==> config.mk <==
export PLATFORM = sky130hd
export DESIGN_NAME = pulse_shaper_iq
export DESIGN_NICKNAME = d
export VERILOG_FILES = /design/src/rtl/sample_pkg.sv /design/src/rtl/ctrl_pkg.sv /design/src/rtl/coeff_bank.sv /design/src/rtl/sample_history.sv /design/src/rtl/phase_sequencer.sv /design/src/rtl/mac_iq.sv /design/src/rtl/round_saturate.sv /design/src/rtl/pulse_shaper_iq.sv
export VERILOG_INCLUDE_DIRS = /design/src /design/src/rtl
export SDC_FILE = /design/constraint.sdc
export NUM_CORES = 2
export LEC_CHECK = 0
export BUFFER_PORTS_ARGS = -buffer_cell sky130_fd_sc_hd__buf_4
export CAP_MARGIN = 20
export CORE_ASPECT_RATIO = 0.7
export CORE_MARGIN = 5
export CORE_UTILIZATION = 25
export DETAILED_ROUTE_END_ITERATION = 8
export GPL_ROUTABILITY_DRIVEN = 0
export GPL_TIMING_DRIVEN = 0
export MAX_ROUTING_LAYER = met4
export SLEW_MARGIN = 5
export SYNTH_ARGS = -nofsm -noshare
export SYNTH_HDL_FRONTEND = slang
export SYNTH_SLANG_ARGS = --single-unit
==> constraint.sdc <==
create_clock -name i_clk -period 5.5 [get_ports i_clk]
set_clock_uncertainty 0.2 [all_clocks]
set_input_delay 1.1 -clock i_clk [delete_from_list [all_inputs] [get_ports i_clk]]
set_output_delay 1.1 -clock i_clk [all_outputs]
set_load 0.05 [all_outputs]
==> src/rtl/upsampler_defs.svh <==
`ifndef UPSAMPLER_DEFS_SVH
`define UPSAMPLER_DEFS_SVH

// Width of each incoming I or Q sample
`define UPS_IW 16

// Width of one filter coefficient
`define UPS_CW 12

// Width of each outgoing I or Q result
`define UPS_OW 24

// Number of output samples produced for every accepted input sample
`define UPS_NUP 4

// Taps used by each polyphase branch
`define UPS_TAPS 8

// Total coefficient count, always NUP times TAPS
`define UPS_NCOEFFS 32

// Extra left shift applied ahead of rounding to gain some headroom
`define UPS_SHIFT 2

`endif

==> src/rtl/sample_pkg.sv <==
`include "upsampler_defs.svh"

package sample_pkg;

	// One I or Q input sample
	typedef logic signed [`UPS_IW-1:0] sample_t;

	// One filter coefficient, shared by both channels
	typedef logic signed [`UPS_CW-1:0] coeff_t;

	// Full precision product of a sample and a coefficient
	typedef logic signed [`UPS_IW+`UPS_CW-1:0] product_t;

	// Accumulator keeps enough guard bits to sum every coefficient
	// of the filter without wrapping
	typedef logic signed [`UPS_IW+`UPS_CW+$clog2(`UPS_NCOEFFS)-1:0] acc_t;

	// Rounded and saturated output sample
	typedef logic signed [`UPS_OW-1:0] result_t;

endpackage

==> src/rtl/ctrl_pkg.sv <==
`include "upsampler_defs.svh"

package ctrl_pkg;

	// The sequencer is either waiting for a sample or walking the taps
	typedef enum logic {SEQ_IDLE, SEQ_RUN} seq_state_e;

	// Index into coefficient memory
	typedef logic [$clog2(`UPS_NCOEFFS)-1:0] coeff_addr_t;

	// Tap offset behind the newest sample in the history
	typedef logic [$clog2(`UPS_TAPS)-1:0] tap_t;

	// Output phase within one input sample period
	typedef logic [$clog2(`UPS_NUP)-1:0] phase_t;

endpackage

==> src/rtl/coeff_bank.sv <==
`timescale 1ns/1ns
`include "upsampler_defs.svh"

module coeff_bank (
	input  logic                  i_clk,
	input  logic                  i_reset,
	input  logic                  i_wr_coeff,
	input  sample_pkg::coeff_t    i_coeff,
	input  ctrl_pkg::coeff_addr_t i_addr,
	output sample_pkg::coeff_t    o_coeff
);

	// Coefficient storage, one entry per tap of the full prototype filter
	sample_pkg::coeff_t coeff_mem [`UPS_NCOEFFS];

	// Next location to be written by the load strobe
	ctrl_pkg::coeff_addr_t wr_ptr;

	////////////////////
	// Load side
	////////////////////

	// The pointer is as wide as the memory is deep, so it wraps back to
	// entry zero on its own once every coefficient has been written
	always_ff @(posedge i_clk)
		if (i_reset)
			wr_ptr <= '0;
		else if (i_wr_coeff)
			wr_ptr <= wr_ptr + 1'b1;

	always_ff @(posedge i_clk)
		if (i_wr_coeff)
			coeff_mem[wr_ptr] <= i_coeff;

	////////////////////
	// Read side
	////////////////////

	// Registered read so the coefficient lines up with the history output
	always_ff @(posedge i_clk)
		o_coeff <= coeff_mem[i_addr];

endmodule

==> src/rtl/sample_history.sv <==
`timescale 1ns/1ns
`include "upsampler_defs.svh"

module sample_history (
	input  logic                i_clk,
	input  logic                i_reset,
	input  logic                i_push,
	input  sample_pkg::sample_t i_sample_i,
	input  sample_pkg::sample_t i_sample_q,
	input  ctrl_pkg::tap_t      i_tap,
	output sample_pkg::sample_t o_data_i,
	output sample_pkg::sample_t o_data_q
);

	// One circular buffer per channel, as deep as one polyphase branch
	sample_pkg::sample_t hist_i [`UPS_TAPS];
	sample_pkg::sample_t hist_q [`UPS_TAPS];

	// Slot that the next accepted sample will occupy
	ctrl_pkg::tap_t wr_ptr;

	// Buffer slot of the requested tap
	ctrl_pkg::tap_t rd_addr;

	////////////////////
	// Write side
	////////////////////

	// Both channels share one pointer since they are always pushed together
	always_ff @(posedge i_clk)
		if (i_reset)
			wr_ptr <= '0;
		else if (i_push)
			wr_ptr <= wr_ptr + 1'b1;

	always_ff @(posedge i_clk)
		if (i_push)
		begin
			hist_i[wr_ptr] <= i_sample_i;
			hist_q[wr_ptr] <= i_sample_q;
		end

	////////////////////
	// Read side
	////////////////////

	// The newest sample sits one slot behind the write pointer and tap j
	// goes j further back, wrapping around the buffer
	assign rd_addr = wr_ptr - ctrl_pkg::tap_t'(1) - i_tap;

	always_ff @(posedge i_clk)
	begin
		o_data_i <= hist_i[rd_addr];
		o_data_q <= hist_q[rd_addr];
	end

endmodule

==> src/rtl/phase_sequencer.sv <==
`timescale 1ns/1ns
`include "upsampler_defs.svh"

module phase_sequencer (
	input  logic                  i_clk,
	input  logic                  i_reset,
	input  logic                  i_valid,
	output logic                  o_ready,
	output logic                  o_push,
	output ctrl_pkg::tap_t        o_tap,
	output ctrl_pkg::coeff_addr_t o_coeff_addr,
	output logic                  o_first,
	output logic                  o_last
);

	// Final count values of the two nested counters
	localparam ctrl_pkg::tap_t   LAST_TAP   = ctrl_pkg::tap_t'(`UPS_TAPS - 1);
	localparam ctrl_pkg::phase_t LAST_PHASE = ctrl_pkg::phase_t'(`UPS_NUP - 1);

	ctrl_pkg::seq_state_e state;

	// Phase is the outer loop and tap the inner one
	ctrl_pkg::phase_t phase_cnt;
	ctrl_pkg::tap_t   tap_cnt;

	logic running;
	logic tap_end;
	logic seq_end;

	////////////////////
	// Status decode
	////////////////////

	assign running = (state == ctrl_pkg::SEQ_RUN);

	// Last tap of the current phase
	assign tap_end = (tap_cnt == LAST_TAP);

	// Last tap of the last phase ends the whole sample period
	assign seq_end = tap_end && (phase_cnt == LAST_PHASE);

	// Only one sample is in flight at a time so we are ready while idle
	assign o_ready = !running;

	// This is the single place where the handshake is evaluated
	assign o_push = i_valid && o_ready;

	////////////////////
	// State machine
	////////////////////

	always_ff @(posedge i_clk)
		if (i_reset)
		begin
			state     <= ctrl_pkg::SEQ_IDLE;
			phase_cnt <= '0;
			tap_cnt   <= '0;
		end
		else
		begin
			unique case (state)
				ctrl_pkg::SEQ_IDLE:
				begin
					// Start every sample period from phase 0 and tap 0
					if (o_push)
					begin
						state     <= ctrl_pkg::SEQ_RUN;
						phase_cnt <= '0;
						tap_cnt   <= '0;
					end
				end
				ctrl_pkg::SEQ_RUN:
				begin
					// One tap read per clock
					if (tap_end)
					begin
						tap_cnt   <= '0;
						phase_cnt <= phase_cnt + 1'b1;
					end
					else
						tap_cnt <= tap_cnt + 1'b1;

					// Go back to accepting samples after the final read
					if (seq_end)
						state <= ctrl_pkg::SEQ_IDLE;
				end
				default:
					state <= ctrl_pkg::SEQ_IDLE;
			endcase
		end

	////////////////////
	// Read addresses and strobes
	////////////////////

	assign o_tap = tap_cnt;

	// Coefficient index is tap*NUP+phase, and with NUP a power of two
	// that is just the tap count above the phase count
	assign o_coeff_addr = {tap_cnt, phase_cnt};

	// The MAC loads on the first tap and hands off its sum on the last
	assign o_first = running && (tap_cnt == '0);
	assign o_last  = running && tap_end;

endmodule

==> src/rtl/mac_iq.sv <==
`timescale 1ns/1ns

module mac_iq (
	input  logic                i_clk,
	input  logic                i_reset,
	input  logic                i_first,
	input  logic                i_last,
	input  sample_pkg::sample_t i_data_i,
	input  sample_pkg::sample_t i_data_q,
	input  sample_pkg::coeff_t  i_coeff,
	output sample_pkg::acc_t    o_acc_i,
	output sample_pkg::acc_t    o_acc_q,
	output logic                o_done
);

	// Strobes aligned with the read data and then with the products
	logic first_d;
	logic last_d;
	logic first_p;
	logic last_p;

	sample_pkg::product_t prod_i;
	sample_pkg::product_t prod_q;

	////////////////////
	// Strobe pipeline
	////////////////////

	// The memories take one cycle to answer the sequencer, and the
	// multiplier another, so the strobes ride along two stages
	always_ff @(posedge i_clk)
		if (i_reset)
		begin
			first_d <= 1'b0;
			last_d  <= 1'b0;
			first_p <= 1'b0;
			last_p  <= 1'b0;
			o_done  <= 1'b0;
		end
		else
		begin
			first_d <= i_first;
			last_d  <= i_last;
			first_p <= first_d;
			last_p  <= last_d;
			// The sum is complete on the cycle after the last product
			o_done  <= last_p;
		end

	////////////////////
	// Multiply and accumulate
	////////////////////

	// Both channels share the same coefficient on every clock
	always_ff @(posedge i_clk)
	begin
		prod_i <= i_data_i * i_coeff;
		prod_q <= i_data_q * i_coeff;
	end

	// A first product starts a new sum and anything else adds to it
	always_ff @(posedge i_clk)
		if (first_p)
		begin
			o_acc_i <= sample_pkg::acc_t'(prod_i);
			o_acc_q <= sample_pkg::acc_t'(prod_q);
		end
		else
		begin
			o_acc_i <= o_acc_i + sample_pkg::acc_t'(prod_i);
			o_acc_q <= o_acc_q + sample_pkg::acc_t'(prod_q);
		end

endmodule

==> src/rtl/round_saturate.sv <==
`timescale 1ns/1ns
`include "upsampler_defs.svh"

module round_saturate (
	input  logic                i_clk,
	input  logic                i_reset,
	input  logic                i_done,
	input  sample_pkg::acc_t    i_acc_i,
	input  sample_pkg::acc_t    i_acc_q,
	output logic                o_ce,
	output sample_pkg::result_t o_result_i,
	output sample_pkg::result_t o_result_q
);

	localparam int ACC_W = $bits(sample_pkg::acc_t);
	localparam int OW    = `UPS_OW;

	// Bits dropped below the output LSB once the pre-shift is applied
	localparam int DROP  = ACC_W - OW - `UPS_SHIFT;

	// Half an output LSB, on one guard bit above the accumulator
	localparam logic signed [ACC_W:0] HALF =
		{{(ACC_W-DROP+1){1'b0}}, 1'b1, {(DROP-1){1'b0}}};

	localparam sample_pkg::result_t RES_MAX = {1'b0, {(OW-1){1'b1}}};
	localparam sample_pkg::result_t RES_MIN = {1'b1, {(OW-1){1'b0}}};

	// Round half up, drop the low bits and clamp to the output range
	function automatic sample_pkg::result_t round_sat(input sample_pkg::acc_t acc);
		logic signed [ACC_W:0]      sum;
		logic signed [ACC_W-DROP:0] scaled;
		sum    = {acc[ACC_W-1], acc} + HALF;
		scaled = sum[ACC_W:DROP];
		// The value fits when every bit above the output sign agrees with it
		if ((&scaled[ACC_W-DROP:OW-1]) || !(|scaled[ACC_W-DROP:OW-1]))
			return scaled[OW-1:0];
		// Clamp towards the side the accumulator was on
		return acc[ACC_W-1] ? RES_MIN : RES_MAX;
	endfunction

	always_ff @(posedge i_clk)
		if (i_reset)
			o_ce <= 1'b0;
		else
			o_ce <= i_done;

	// Results only move with o_ce and hold otherwise
	always_ff @(posedge i_clk)
		if (i_done)
		begin
			o_result_i <= round_sat(i_acc_i);
			o_result_q <= round_sat(i_acc_q);
		end

endmodule

==> src/rtl/pulse_shaper_iq.sv <==
`timescale 1ns/1ns

module pulse_shaper_iq (
	input  logic                i_clk,
	input  logic                i_reset,
	input  logic                i_wr_coeff,
	input  sample_pkg::coeff_t  i_coeff,
	input  logic                i_valid,
	output logic                o_ready,
	input  sample_pkg::sample_t i_sample_i,
	input  sample_pkg::sample_t i_sample_q,
	output logic                o_ce,
	output sample_pkg::result_t o_result_i,
	output sample_pkg::result_t o_result_q
);

	////////////////////
	// Interconnect
	////////////////////

	// Sequencer to memories and MAC
	logic                  push;
	ctrl_pkg::tap_t        tap;
	ctrl_pkg::coeff_addr_t coeff_addr;
	logic                  first;
	logic                  last;

	// Memory read data into the MAC
	sample_pkg::coeff_t  coeff;
	sample_pkg::sample_t data_i;
	sample_pkg::sample_t data_q;

	// Finished sums into the output stage
	sample_pkg::acc_t acc_i;
	sample_pkg::acc_t acc_q;
	logic             done;

	phase_sequencer u_phase_sequencer (
		.i_clk        (i_clk),
		.i_reset      (i_reset),
		.i_valid      (i_valid),
		.o_ready      (o_ready),
		.o_push       (push),
		.o_tap        (tap),
		.o_coeff_addr (coeff_addr),
		.o_first      (first),
		.o_last       (last)
	);

	coeff_bank u_coeff_bank (
		.i_clk      (i_clk),
		.i_reset    (i_reset),
		.i_wr_coeff (i_wr_coeff),
		.i_coeff    (i_coeff),
		.i_addr     (coeff_addr),
		.o_coeff    (coeff)
	);

	sample_history u_sample_history (
		.i_clk      (i_clk),
		.i_reset    (i_reset),
		.i_push     (push),
		.i_sample_i (i_sample_i),
		.i_sample_q (i_sample_q),
		.i_tap      (tap),
		.o_data_i   (data_i),
		.o_data_q   (data_q)
	);

	mac_iq u_mac_iq (
		.i_clk    (i_clk),
		.i_reset  (i_reset),
		.i_first  (first),
		.i_last   (last),
		.i_data_i (data_i),
		.i_data_q (data_q),
		.i_coeff  (coeff),
		.o_acc_i  (acc_i),
		.o_acc_q  (acc_q),
		.o_done   (done)
	);

	round_saturate u_round_saturate (
		.i_clk      (i_clk),
		.i_reset    (i_reset),
		.i_done     (done),
		.i_acc_i    (acc_i),
		.i_acc_q    (acc_q),
		.o_ce       (o_ce),
		.o_result_i (o_result_i),
		.o_result_q (o_result_q)
	);

endmodule

==> qor.yml <==
status:
  status: "finished with violations"
  violations: "setup timing"
timing:
  finalHoldViolations: 0
  timing.slew.headroom_pct: 26.13
  finalSetupViolations: 11
  timing.final.ws_setup_ns: -0.3949
  timing.final.max_slew_violations: 0
  worst_pin_slew_ns: 1.104
  rsz0062_at_grt: "yes"
  clock.fmax_mhz: 169.6
  period_needed_ns: 5.895
  fin_crit_sh_pct: 107.2
cells_and_area:
  finalNetCount: 4545
  finalInstanceArea_um2: 58230
  syn2layout_area_growth_pct: 19.13
  drive_above_1_share_pct: 20.30
synthesis:
  yosysUniqueCellTypes: 74
  synth_area_um2: 48880
  synth.most_common_cell: "edfxtp_1"
  synth_edf_count: 688
  yosysWarnings: 0
  syn_nets: 4264
  async_flop_share_pct: 0
  yosys-top-cells-count: "688 x edfxtp_1, 458 x inv_1, 359 x fa_1"
  ys_ff_latch: 874
  synth_largest_area_cell: "edfxtp_1"
  synth_cells: 3663
  synth_area_leaders: "edfxtp_1 42%, fa_1 15%, mux4_2 8.5%, dfxtp_1 7.6%, ha_1 5.0%"
  synth.avg_cell_area_um2: 13.34
  yosysSeqAreaShare_pct: 49.89
  yosysTopAreaCellShare_pct: 42.27
  synth_ff_type: "edfxtp_1"
placement:
  pre_cts_slack_ns: -1.647
  hpwlAfterDp_um: 91920
  placed_cell_area_um2: 53290
  io_buffers: 95
setup_path:
  cp_max_fo: 5
  timing.rr.start: "u_coeff_bank.o_coeff[1]"
  critical_path_class: "register to register"
  rr_worst_depth: 21
  critPathLaunchType: "register"
  worstPathArrival_ns: 6.24
  end_kind: "register"
  cp.required_ns: 5.85
  reg2reg_to: "u_mac_iq.prod_i[27]"
  rrSetupSlack_ns: -0.39
  cp-startpoint: "u_coeff_bank.o_coeff[1]"
hold_path:
  hold_start: "u_mac_iq.last_d"
  holdPathEnd: "u_mac_iq.last_p"
  min_path_type: "register to register"
  min_path_cells: 1
cts:
  clock_path_buffers: 3
  cts_tree: "done"
  ctsHoldBuffers: 0
  clk_pin_slew_ns: 0.07
  clock_sinks: 874
  cts_root_buffer: "clkbuf_16"
  numCtsBuffers: 84
  cts_max_level: 3
  clk_latency_ns: 0.72
global_routing:
  grt_first_pass_wirelength_um: 188600
  overflow: 0
  antenna_found_initial: 28
  grt_pass1_vias: 29540
  grtUsageTotal_pct: 12.33
  grt_max_degree: 37
floorplanning:
  die_area_um2: 204600
  fp-row-count: 135
  fp.coreArea_um2: 193900
  start_util_pct: 25.21
  pin_count: 98
  fp.dieW_um: 538.5
  fp.dieH_um: 379.9
drt:
  drt-total-wl_um: 125000
  antenna_left: 0
  via_per_inst: 4.504
  num_vias: 29870
  dr.pass1.iters: 5
  drt-initial-drc-count: 2679
  routedWlPerCell_um: 18.84
  drcViolationCount: 0
job:
  max-cap-violations: 0
[registers in the layout (all words and copies together) (netlist names), 2 cells and up]
name                         count
u_coeff_bank.coeff_mem         384
u_sample_history.hist_i        128
u_sample_history.hist_q        128
u_mac_iq.o_acc_i                33
u_mac_iq.o_acc_q                33
u_mac_iq.prod_i                 28
u_mac_iq.prod_q                 28
u_round_saturate.o_result_i     24
u_round_saturate.o_result_q     24
u_sample_history.o_data_i       16
u_sample_history.o_data_q       16
u_coeff_bank.o_coeff            12
u_coeff_bank.wr_ptr              5
u_phase_sequencer.o_tap          3
u_sample_history.wr_ptr          3
u_phase_sequencer.phase_cnt      2
[kinds of logic after synthesis]
kind of cell	after synthesis	share of synthesized area, %
AO/OA/AOI/OAI	401	5.209
XOR/XNOR	147	2.634
adder cells (fa/ha/maj)	553	19.67
buffers and inverters	610	4.710
flip-flops	874	49.89
multiplexers	240	9.753
AND/OR/NAND/NOR	838	8.138
[per-layer routing]
layer / vias to the layer above / track usage, % / routed length [um]
met4: 0 / 2.156 / 1725
li1: 13360 / - / -
met5: - / - / 0
met1: 15340 / 18.54 / 60970
met2: 1060 / 16.20 / 49900
met3: 119 / 3.860 / 12360
[critical path, stage by stage (launching register included)]
cell and delay (ns):
dfxtp_4 0.39, clkbuf_16 0.16, and2_4 0.14, fa_1 0.58, inv_1 0.07, fa_2 0.48, fa_1 0.54, inv_2 0.04
fa_1 0.49, inv_1 0.05, fa_1 0.51, inv_2 0.05, ha_4 0.21, and3_4 0.15, a221o_1 0.35, buf_6 0.14
o2111ai_4 0.23, a31oi_4 0.15, a21oi_4 0.22, o21ai_4 0.10, o31ai_4 0.33, xnor2_4 0.17
[metrics by stage]
stage	cells	util [%]	TNS (ns)	hold slack (ns)
after global placement	6361	27.26	-116.45	0.2183
after detailed placement	6389	27.48	-21.57	0.2268
after global routing	6632	30.03	-4.236	0.2556
after CTS	6567	29.56	-1.283	0.2420
final	6632	30.03	-2.347	0.2385
after floorplan	3663	-	-0.001803	0.2138
[area by class of cell]
type	count	area, um^2
multi-input combinational	2179	22960
clock buffer	105	2253
clock inverter	52	689.4
inverter	460	1730
fill	19460	135700
sequential	874	24460
buffer	149	1095
tap	2603	3257
antenna	14	35.03
timing repair buffer	196	1752
[worst max path at each step]
stage                                     end  slack (ns)  cells past startpoint
final                     u_mac_iq.prod_i[27]       -0.39                     21
after CTS                 u_mac_iq.prod_i[27]       -0.27                     20
after floorplan           u_mac_iq.prod_q[26]      -0.002                     18
after global placement    u_mac_iq.prod_i[26]       -1.72                     19
after global routing      u_mac_iq.prod_i[27]       -0.50                     21
after detailed placement  u_mac_iq.prod_i[27]       -1.65                     20
[what timing repair did]
| item | 4_1_cts | 5_1_grt |
|---|---|---|
| gates resized for setup | 269 | 133 |
| endpoints found under the setup margin | 29 | 20 |
| buffers inserted | 21 | 30 |
| cloned | 0 | 1 |
| pin swaps | 33 | 69 |
[placed cells by master, fill, tap and decap left out, drive strengths merged, types with 32 or more instances in the layout]
cell,instances
a21o,37
inv,463
xnor2,79
dfxtp,186
clkbuf,205
mux4,184
and2,125
mux2,50
edfxtp,688
ha,194
nand2,357
nand3,41
buf,245
a21oi,123
fa,359
xor2,68
o21ai,103
and3,32
nor2,146
clkinv,35
Power is left out: the tool's default activity adds up to more than one toggle a clock period on the data nets, which glitch-free logic cannot reach.
